**src/hw/cpu_axi_pkg.sv**
```systemverilog
package cpu_axi_pkg;

    localparam int AXI_ADDR_WIDTH = 32;
    localparam int AXI_DATA_WIDTH = 32;
    localparam int AXI_STRB_WIDTH = 4;
    localparam int AXI_ID_WIDTH   = 4;
    localparam int AXI_XID_WIDTH  = 5;     // manager id plus source bit

    localparam int MEM_WORDS      = 1024;
    localparam int MEM_IDX_WIDTH  = 10;

    localparam logic SRC_IF = 1'b0;
    localparam logic SRC_LS = 1'b1;

    typedef logic [AXI_ADDR_WIDTH-1:0] axi_addr_t;
    typedef logic [AXI_DATA_WIDTH-1:0] axi_data_t;
    typedef logic [AXI_STRB_WIDTH-1:0] axi_strb_t;
    typedef logic [AXI_ID_WIDTH-1:0]   axi_id_t;
    typedef logic [AXI_XID_WIDTH-1:0]  axi_xid_t;
    typedef logic [7:0]                axi_len_t;    // beats minus one
    typedef logic [1:0]                axi_resp_t;
    typedef logic [MEM_IDX_WIDTH-1:0]  mem_idx_t;

    localparam axi_resp_t  RESP_OKAY  = 2'b00;
    localparam logic [1:0] BURST_INCR = 2'b01;

    typedef enum logic {
        RD_IDLE,
        RD_BURST
    } rd_state_e;

    typedef enum logic [1:0] {
        WR_IDLE,
        WR_DATA,
        WR_RESP
    } wr_state_e;

endpackage

```
**src/hw/axi_crossbar.sv**
```systemverilog
`timescale 1ns/1ps

module axi_crossbar
    import cpu_axi_pkg::*;
(
    input  logic       clk_i,
    input  logic       rst_i,
    // if port, source 0
    input  logic       if_axi_ar_valid_i,
    output logic       if_axi_ar_ready_o,
    input  axi_addr_t  if_axi_ar_addr_i,
    input  axi_id_t    if_axi_ar_id_i,
    input  axi_len_t   if_axi_ar_len_i,
    input  logic [1:0] if_axi_ar_burst_i,
    output logic       if_axi_r_valid_o,
    input  logic       if_axi_r_ready_i,
    output axi_data_t  if_axi_r_data_o,
    output axi_resp_t  if_axi_r_resp_o,
    output logic       if_axi_r_last_o,
    output axi_id_t    if_axi_r_id_o,
    // ls port, source 1
    input  logic       ls_axi_ar_valid_i,
    output logic       ls_axi_ar_ready_o,
    input  axi_addr_t  ls_axi_ar_addr_i,
    input  axi_id_t    ls_axi_ar_id_i,
    input  axi_len_t   ls_axi_ar_len_i,
    input  logic [1:0] ls_axi_ar_burst_i,
    output logic       ls_axi_r_valid_o,
    input  logic       ls_axi_r_ready_i,
    output axi_data_t  ls_axi_r_data_o,
    output axi_resp_t  ls_axi_r_resp_o,
    output logic       ls_axi_r_last_o,
    output axi_id_t    ls_axi_r_id_o,
    input  logic       ls_axi_aw_valid_i,
    output logic       ls_axi_aw_ready_o,
    input  axi_addr_t  ls_axi_aw_addr_i,
    input  axi_id_t    ls_axi_aw_id_i,
    input  axi_len_t   ls_axi_aw_len_i,
    input  logic [1:0] ls_axi_aw_burst_i,
    input  logic       ls_axi_w_valid_i,
    output logic       ls_axi_w_ready_o,
    input  axi_data_t  ls_axi_w_data_i,
    input  axi_strb_t  ls_axi_w_strb_i,
    input  logic       ls_axi_w_last_i,
    output logic       ls_axi_b_valid_o,
    input  logic       ls_axi_b_ready_i,
    output axi_resp_t  ls_axi_b_resp_o,
    output axi_id_t    ls_axi_b_id_o,
    // memory side
    output logic       axi_aw_valid_o,
    input  logic       axi_aw_ready_i,
    output axi_addr_t  axi_aw_addr_o,
    output axi_xid_t   axi_aw_id_o,
    output axi_len_t   axi_aw_len_o,
    output logic [1:0] axi_aw_burst_o,
    output logic       axi_w_valid_o,
    input  logic       axi_w_ready_i,
    output axi_data_t  axi_w_data_o,
    output axi_strb_t  axi_w_strb_o,
    output logic       axi_w_last_o,
    input  logic       axi_b_valid_i,
    output logic       axi_b_ready_o,
    input  axi_resp_t  axi_b_resp_i,
    input  axi_xid_t   axi_b_id_i,
    output logic       axi_ar_valid_o,
    input  logic       axi_ar_ready_i,
    output axi_addr_t  axi_ar_addr_o,
    output axi_xid_t   axi_ar_id_o,
    output axi_len_t   axi_ar_len_o,
    output logic [1:0] axi_ar_burst_o,
    input  logic       axi_r_valid_i,
    output logic       axi_r_ready_o,
    input  axi_data_t  axi_r_data_i,
    input  axi_resp_t  axi_r_resp_i,
    input  logic       axi_r_last_i,
    input  axi_xid_t   axi_r_id_i
);

    logic grant_q;      // ar pending, source locked
    logic grant_src_q;
    logic ar_src;
    logic ar_if;
    logic r_if;

    // if wins when the grant is free
    assign ar_src = grant_q ? grant_src_q : (if_axi_ar_valid_i ? SRC_IF : SRC_LS);
    assign ar_if  = (ar_src == SRC_IF);

    always_ff @(posedge clk_i) begin
        if (rst_i) begin
            grant_q <= 1'b0;
        end else begin
            grant_q <= axi_ar_valid_o & ~axi_ar_ready_i;   // released on transfer
        end
    end

    always_ff @(posedge clk_i) begin
        grant_src_q <= ar_src;
    end

    assign axi_ar_valid_o    = ar_if ? if_axi_ar_valid_i : ls_axi_ar_valid_i;
    assign axi_ar_addr_o     = ar_if ? if_axi_ar_addr_i  : ls_axi_ar_addr_i;
    assign axi_ar_id_o       = {ar_src, (ar_if ? if_axi_ar_id_i : ls_axi_ar_id_i)};
    assign axi_ar_len_o      = ar_if ? if_axi_ar_len_i   : ls_axi_ar_len_i;
    assign axi_ar_burst_o    = ar_if ? if_axi_ar_burst_i : ls_axi_ar_burst_i;
    assign if_axi_ar_ready_o = axi_ar_ready_i & ar_if;
    assign ls_axi_ar_ready_o = axi_ar_ready_i & ~ar_if;

    // r beats go back by the source bit
    assign r_if             = (axi_r_id_i[AXI_XID_WIDTH-1] == SRC_IF);
    assign axi_r_ready_o    = r_if ? if_axi_r_ready_i : ls_axi_r_ready_i;
    assign if_axi_r_valid_o = axi_r_valid_i & r_if;
    assign ls_axi_r_valid_o = axi_r_valid_i & ~r_if;
    assign if_axi_r_data_o  = axi_r_data_i;
    assign ls_axi_r_data_o  = axi_r_data_i;
    assign if_axi_r_resp_o  = axi_r_resp_i;
    assign ls_axi_r_resp_o  = axi_r_resp_i;
    assign if_axi_r_last_o  = axi_r_last_i;
    assign ls_axi_r_last_o  = axi_r_last_i;
    assign if_axi_r_id_o    = axi_r_id_i[AXI_ID_WIDTH-1:0];
    assign ls_axi_r_id_o    = axi_r_id_i[AXI_ID_WIDTH-1:0];

    // writes only come from ls
    assign axi_aw_valid_o    = ls_axi_aw_valid_i;
    assign ls_axi_aw_ready_o = axi_aw_ready_i;
    assign axi_aw_addr_o     = ls_axi_aw_addr_i;
    assign axi_aw_id_o       = {SRC_LS, ls_axi_aw_id_i};
    assign axi_aw_len_o      = ls_axi_aw_len_i;
    assign axi_aw_burst_o    = ls_axi_aw_burst_i;
    assign axi_w_valid_o     = ls_axi_w_valid_i;
    assign ls_axi_w_ready_o  = axi_w_ready_i;
    assign axi_w_data_o      = ls_axi_w_data_i;
    assign axi_w_strb_o      = ls_axi_w_strb_i;
    assign axi_w_last_o      = ls_axi_w_last_i;
    assign ls_axi_b_valid_o  = axi_b_valid_i;
    assign axi_b_ready_o     = ls_axi_b_ready_i;
    assign ls_axi_b_resp_o   = axi_b_resp_i;
    assign ls_axi_b_id_o     = axi_b_id_i[AXI_ID_WIDTH-1:0];

endmodule

```
**config.mk**
```make
export PLATFORM = sky130hd
export DESIGN_NAME = axi_crossbar
export DESIGN_NICKNAME = d
export VERILOG_FILES = /design/src/hw/cpu_axi_pkg.sv /design/src/hw/axi_crossbar.sv
export SDC_FILE = /design/constraint.sdc
export NUM_CORES = 1
export LEC_CHECK = 0
export ABC_AREA = 1
export BUFFER_PORTS_ARGS = -buffer_cell sky130_fd_sc_hd__buf_2
export CORE_AREA = 2 2 180 182
export DETAILED_ROUTE_END_ITERATION = 6
export DIE_AREA = 0 0 182 184
export SKIP_CTS_REPAIR_TIMING = 1
export SYNTH_ARGS = -nofsm -noshare
export SYNTH_HDL_FRONTEND = slang
export SYNTH_SLANG_ARGS = --single-unit
export TNS_END_PERCENT = 20
```
**constraint.sdc**
```tcl
create_clock -name clk_i -period 1.55 [get_ports clk_i]
set_clock_uncertainty 0.05 [all_clocks]
set_input_delay 0 -clock clk_i [delete_from_list [all_inputs] [get_ports clk_i]]
set_output_delay 0 -clock clk_i [all_outputs]
set_load 0.03 [all_outputs]
```
After elaboration in Yosys (flattened, before gate mapping)
Index checks and enable logic that the tools add are counted.
W data, S select, Z words.

word-level totals
  flip-flop bits (word level) = 2
  output and inout port bits = 227
  word-level logic and storage cells = 18

cells by class
  muxes and demuxes = 8
  bitwise gates (word level) = 8

operators by type and width
  kind           number
  $mux W32       1
  $mux W8        1
  $and A1 B1 Y1  5
  $mux W1        4
  $mux W4        1
  $not A1 Y1     3
  $mux W2        1

Depth between registers and ports, before layout
Gate-level depths: netlist (run 1).

  depth in word-level cells = 4
  mapped depth = 8

Least setup slack after synthesis (run 1)
No wires, ideal clock.

  kind = register to output
  from = register grant_q
  to = output if_axi_ar_ready_o
  arrival = 1106 ps
  setup slack = 394 ps
  stages on the path, launching flop included = 6
  buffers on the path = 1
  path through = dfxtp_1 nand2_1 nand2_2 inv_2 buf_2 nor2_1

between the ends
  word-level cells in the longest chain between the ends = 3

RTL lines
  element                   RTL line             RTL
  start: declaration        axi_crossbar.sv:79   logic grant_q;
  start signal: assignment  axi_crossbar.sv:93   grant_q <= axi_ar_valid_o & ~axi_ar_ready_i;
  $mux W1                   axi_crossbar.sv:86   assign ar_src = grant_q ? grant_src_q : (if_axi_ar_valid_i ? SRC_IF : SRC_LS);
  net ar_src                axi_crossbar.sv:81   logic ar_src;
  $not A1 Y1                axi_crossbar.sv:87   assign ar_if = (ar_src == SRC_IF);
  $and A1 B1 Y1             axi_crossbar.sv:106  assign if_axi_ar_ready_o = axi_ar_ready_i & ar_if;
  end: declaration          axi_crossbar.sv:10   output logic if_axi_ar_ready_o,

The timed path passes the listed nets, and every way through them passes these cells.

==> run summary, run 1 <==
first-iteration detailed-routing DRC count: 40
first-pass GRT wire length: 11.5 mm
pin count of the biggest net entering global routing: 32
Power, Total: 2.14 mW
library cells used by synthesis: 15
total count of max-transition violations in the final report: 0
critical setup path kind: input port to flip-flop
Most Frequent Cell on Critical Path: sky130_fd_sc_hd__dlygate4sd3_1
area taken by multi-input logic gates: 623 um^2
Reg2Reg Setup Slack: 0.55 ns
Slowest cell on crit path: sky130_fd_sc_hd__dlygate4sd3_1
combinational power share: 79.2%
VDD IR-drop max: 0.000603 V
Total Neg Setup Slack: 0 ns
final hold slack: 0.103 ns
Area Growth Syn to Fin: 67.7%
Filler cells: 3639
fraction of the cycle the final worst path needs: 94.6%
# IOs: 463
instance count on the critical path: 5
dominant combinational cell family by area after synthesis: buffers and inverters
clock sinks: 2
root buffer selected by CTS: sky130_fd_sc_hd__clkbuf_16
post-synthesis simple-gate area fraction: 28.7%
cell count after placement: 723
worst hold stages: 5
biggest cell delay along the critical path: 0.56 ns
internal power consumption: 0.916 mW
Tightest Pin Transition: 0.750 ns
Final Instance Count excl. Fillers: 863
arrival time at the worst endpoint: 1.57 ns
share of post-route cells with drive strength above 1: 38.9%
leakage power total: 1.77 nW
adder-cell area share of the yosys netlist: 0%
Detailed Route WL: 10.9 mm
compound-gate portion of the synthesized area: 0%
result of the run: finished, final reports clean
remaining antenna violation count: 0
final period demand of the worst path: 1.47 ns
critical path's top delay family: buffers and inverters
area after detailed placement: 2000 um^2
die extent in y: 184 um
DP Wirelength: 7.95 mm
number of synthesized register bits: 2
routed vias: 2329
initial antenna violation count: 0
Floorplan Core Area: 31400 um^2
critical path peak fanout: 1
vias per inst: 2.70
detailed-route DRC error count: 0
switching power of the nets: 1.23 mW
GR Util All Layers: 4.80%
CTS tree: yes
startpoint type of the worst setup path: input port
Starting Density: 6.66%
final layout net count: 698
DR WL/cell: 12.6 um
number of optimization iterations in the first detailed-route pass: 4
number of buffers inserted during clock tree synthesis: 3
Worst slew margin: 49.8%
synthesized area: 2090 um^2
number of warnings issued by yosys: 0
Crit path buffers/inverters: 3
net switching fraction of the power: 57.3%
data required time at the worst endpoint: 1.65 ns
total power per unit cell area: 611 nW/um^2
Placement Rows: 65
global-route congestion overflow total: 0
final instance area: 3510 um^2
mux contribution to synthesized area: 0.539%
number of buffers on the longest clock path: 2
number of buffers added on ports: 153
depth of the worst register-to-register path: 5
final setup violation count: 0
hold crit path type: input port to flip-flop
endpoint class of the critical path: flip-flop
number of global-route vias before repair: 1726
H-Tree Depth: 1
ordered cell list for the critical path: dlygate4sd3_1, buf_2, or2_2, dlygate4sd3_1, nor2_1
part of the total power dissipated in sequential elements: 2.7%
f_max: 682 MHz
Worst-path clk slew: 0.03 ns
weighted congestion at the end of routability-driven global placement: 0.709
clock group share of total power: 18.0%
final hold violation count: 0
latest clock arrival within the worst-skew pair: 0.22 ns
post-synthesis instance total: 347
maxcap violations: 0
width of the die: 182 um
share of the yosys chip area belonging to registers: 1.92%
Synth Net Count: 583
post-synthesis share of cell area spent on xor and xnor gates: 0%
sequential cell area: 41.3 um^2
floorplan die area: 33500 um^2
Avg Synthesized Cell Area: 6.03 um^2
worst register-to-register path: cells and delay by family (launching register included):
family / cells / cell delay (ns)
simple gates: 2 / 0.20
buf+inv: 3 / 0.35
flops: 1 / 0.28
kinds of logic after synthesis:
| family | count (synthesis) |
|---|---|
| flip-flops | 2 |
| other | 1 |
| multiplexers | 1 |
| buffers and inverters | 193 |
| AND/OR/NAND/NOR | 150 |
power by group through the flow:
stage / registers [mW] / clock network, mW / logic [mW]
2_1_floorplan: 0.0578 / 0 / 1.37
3_3_place_gp: 0.0580 / 0 / 0.825
3_5_place_dp: 0.0584 / 0 / 0.835
4_1_cts: 0.0578 / 0.392 / 0.838
5_1_grt: 0.0590 / 0.401 / 1.80
6_report: 0.0585 / 0.387 / 1.70
sequential cells by signal, indices dropped and copies added (netlist names):
signal,count
grant_src_q,1
grant_q,1
metrics by stage:
stage	utilization (%)	setup WS [ns]
2_1_floorplan	-	0.394
3_3_place_gp	6.37	0.246
3_5_place_dp	6.37	0.182
4_1_cts	6.61	-0.0631
5_1_grt	11.2	-0.00217
6_report	11.2	0.0836
cell type report:
cell class / instances / share of cell area (%)
Tap cell: 402 / 14.3
Antenna cell: 1 / 0.0714
Multi-Input combinational cell: 152 / 17.8
Inverter: 8 / 0.999
Timing Repair Buffer: 295 / 63.5
Sequential cell: 2 / 1.18
Clock buffer: 3 / 2.14
layout by cell type, fill, tap and decap left out, drive strengths merged, types with 2 or more instances in the layout:
| cell | count |
|---|---|
| buf | 156 |
| clkbuf | 6 |
| dfxtp | 2 |
| dlygate4sd3 | 136 |
| inv | 7 |
| nand2 | 143 |
| nor2 | 4 |
cell usage after synthesis, drive strengths merged:
| master | number | area [um^2] |
|---|---|---|
| mux2 | 1 | 11.3 |
| nor2 | 4 | 15.0 |
| nand2 | 143 | 567 |
| or2 | 1 | 6.26 |
| inv | 8 | 30.0 |
| conb | 1 | 3.75 |
| dfxtp | 2 | 40.0 |
| nand3b | 1 | 7.51 |
| buf | 185 | 1410 |
| nand3 | 1 | 5.00 |
final timing paths:
kind | start | endpoint
setup / recovery | rst_i | grant_q$_SDFF_PP0_
setup reg to reg | grant_src_q$_DFF_P_ | grant_src_q$_DFF_P_
hold / removal | ls_axi_ar_valid_i | grant_q$_SDFF_PP0_
hold reg to reg | grant_q$_SDFF_PP0_ | grant_q$_SDFF_PP0_
per-layer routing:
metal,wire [um],vias up,global-route usage [%]
met5,0,-,0
met4,140,0,3.45
met3,1410,14,5.03
met2,5940,244,8.24
met1,3390,992,2.87
li1,-,1079,-
Power figures use the tool's default switching activity.
==> run 2: changes to the inputs <==
--- a/config.mk
+++ b/config.mk
@@ -10,6 +10,7 @@
 export CORE_AREA = 2 2 180 182
 export DETAILED_ROUTE_END_ITERATION = 6
 export DIE_AREA = 0 0 182 184
+export SETUP_SLACK_MARGIN = 0.15
 export SKIP_CTS_REPAIR_TIMING = 1
 export SYNTH_ARGS = -nofsm -noshare
 export SYNTH_HDL_FRONTEND = slang
==> run summary, run 2 (synthesis results as in run 1) <==
pin count of the biggest net entering global routing: 32 (unchanged)
Top Registers: grant_q x1, grant_src_q x1 (unchanged)
critical setup path kind: flip-flop to output port (was input port to flip-flop)
final setup violation count: 0 (unchanged)
clock sinks: 2 (unchanged)
slack of the critical path: 0.0823 ns (was 0.0836 ns)
routed vias: 2407 (was 2329)
global-route congestion overflow total: 0 (unchanged)
DR WL/cell: 14.1 um (was 12.6 um)
Tightest Pin Transition: 0.749 ns (was 0.750 ns)
total power per unit cell area: 609 nW/um^2 (was 611 nW/um^2)
VDD IR-drop max: 0.000634 V (was 0.000603 V)
final period demand of the worst path: 1.47 ns (about the same)
DP Wirelength: 7.95 mm (unchanged)
leakage power total: 1.95 nW (was 1.77 nW)
share of post-route cells with drive strength above 1: 45.7% (was 38.9%)
number of buffers on the longest clock path: 2 (unchanged)
# IOs: 463 (unchanged)
number of buffers added on ports: 153 (unchanged)
total count of max-transition violations in the final report: 0 (unchanged)
latest clock arrival within the worst-skew pair: 0.22 ns (about the same)
commonest non-fill, non-tap cell in the layout: sky130_fd_sc_hd__dlygate4sd3_1 (was sky130_fd_sc_hd__buf_2)
first-pass GRT wire length: 11.5 mm (unchanged)
floorplan die area: 33500 um^2 (unchanged)
maxcap violations: 0 (unchanged)
data required time at the worst endpoint: 1.50 ns (was 1.65 ns)
CTS tree: yes (unchanged)
startpoint type of the worst setup path: flip-flop (was input port)
RSZ-0062 raised after global routing: yes
hold crit path type: input port to flip-flop (unchanged)
Place WS: 0.182 ns (unchanged)
highest-count cells in the layout ignoring fill and taps: 136 x sky130_fd_sc_hd__dlygate4sd3_1, 121 x sky130_fd_sc_hd__buf_2, 105 x sky130_fd_sc_hd__nand2_1 (was 150 x sky130_fd_sc_hd__buf_2, 136 x sky130_fd_sc_hd__dlygate4sd3_1, 130 x sky130_fd_sc_hd__nand2_1)
Worst slew margin: 49.9% (was 49.8%)
initial antenna violation count: 0 (unchanged)
final layout net count: 706 (was 698)
root buffer selected by CTS: sky130_fd_sc_hd__clkbuf_16 (unchanged)
critical path peak fanout: 8 (was 1)
vias per inst: 2.77 (was 2.70)
fraction of the cycle the final worst path needs: 94.7% (was 94.6%)
width of the die: 182 um (unchanged)
number of global-route vias before repair: 1726 (unchanged)
Starting Density: 6.66% (unchanged)
number of optimization iterations in the first detailed-route pass: 4 (unchanged)
die extent in y: 184 um (unchanged)
Detailed Route WL: 12.3 mm (was 10.9 mm)
Total Neg Setup Slack: 0 ns (unchanged)
f_max: 681 MHz (was 682 MHz)
endpoint class of the critical path: output port (was flip-flop)
Area Growth Syn to Fin: 89.5% (was 67.7%)
weighted congestion at the end of routability-driven global placement: 0.709 (unchanged)
detailed-route DRC error count: 0 (unchanged)
number of buffers inserted during clock tree synthesis: 3 (unchanged)
Placement Rows: 65 (unchanged)
arrival time at the worst endpoint: 1.42 ns (was 1.57 ns)
result of the run: finished, final reports clean (unchanged)
Worst-path clk slew: 0.03 ns (about the same)
GR Util All Layers: 4.80% (unchanged)
Floorplan Core Area: 31400 um^2 (unchanged)
number of antenna cells inserted: 0 (was 1)
remaining antenna violation count: 0 (unchanged)
final hold violation count: 0 (unchanged)
H-Tree Depth: 1 (unchanged)
first-iteration detailed-routing DRC count: 16 (was 40)
-- run 2: cell types whose count changed in the layout (fill, tap and decap cells not counted), moves of 2 or more --
cell / before / now
sky130_fd_sc_hd__buf_6: 0 / 20
sky130_fd_sc_hd__nand2_4: 1 / 8
sky130_fd_sc_hd__buf_8: 3 / 1
sky130_fd_sc_hd__clkbuf_16: 3 / 8
sky130_fd_sc_hd__inv_1: 7 / 5
sky130_fd_sc_hd__buf_4: 1 / 11
sky130_fd_sc_hd__nand2_1: 130 / 105
sky130_fd_sc_hd__buf_12: 2 / 6
sky130_fd_sc_hd__buf_2: 150 / 121
sky130_fd_sc_hd__nand2_2: 12 / 29
-- run 2: path summary, 6_finish.rpt --
kind                                          start                  end  slack [ns]  cells after the start
worst max register to register   grant_q$_SDFF_PP0_  grant_src_q$_DFF_P_        0.52                      5
worst min-delay path              ls_axi_ar_valid_i   grant_q$_SDFF_PP0_        0.10                      5
worst max-delay path             grant_q$_SDFF_PP0_    axi_ar_burst_o[1]        0.08                      8
worst min register to register  grant_src_q$_DFF_P_   grant_q$_SDFF_PP0_        0.60                      4
-- run 2: stage by stage --
step | power, mW | instance area, um^2 | util (%) | cells | hold slack [ns]
after detailed placement | 0.893 | 2000 | 6.37 | 723 | -0.0498
after global routing | 2.53 | 3960 | 12.6 | 870 | 0.182
final | 2.41 | 3960 | 12.6 | 870 | 0.101
after global placement | 0.883 | 2000 | 6.37 | 723 | -0.0498
after CTS | 1.29 | 2070 | 6.61 | 726 | -0.0498
after floorplan | 1.43 | 2090 | - | 347 | 0.0618
-- run 2: layer usage --
layer	GRT usage [%]	vias up	routed length (um)
li1	-	1094	-
met1	2.87	1033	3750
met2	8.24	255	6660
met3	5.03	25	1580
met4	3.45	0	296
met5	0	-	0
-- run 2: critical path: stages, from the launching register on --
cell and delay [ns]:
sky130_fd_sc_hd__dfxtp_4 0.37, sky130_fd_sc_hd__inv_4 0.04, sky130_fd_sc_hd__nand2_4 0.09, sky130_fd_sc_hd__nand2_8 0.11
sky130_fd_sc_hd__buf_12 0.15, sky130_fd_sc_hd__clkbuf_16 0.16, sky130_fd_sc_hd__nand2_2 0.07, sky130_fd_sc_hd__nand2_2 0.06
sky130_fd_sc_hd__buf_6 0.13
-- run 2: layout make-up --
type	count	area [um^2]
clock buffer	3	75.1
fill	3603	27400
inverter	8	48.8
multi-input combinational	152	734
sequential	2	43.8
tap	402	503
timing repair buffer	303	2560
-- run 2: power by group --
group	switching, mW	internal, mW	leakage, nW
Combinational	1.26	0.705	1.90
Sequential	0.00411	0.0555	0.0174
Clock	0.0608	0.328	0.0370
Total	1.33	1.09	1.95
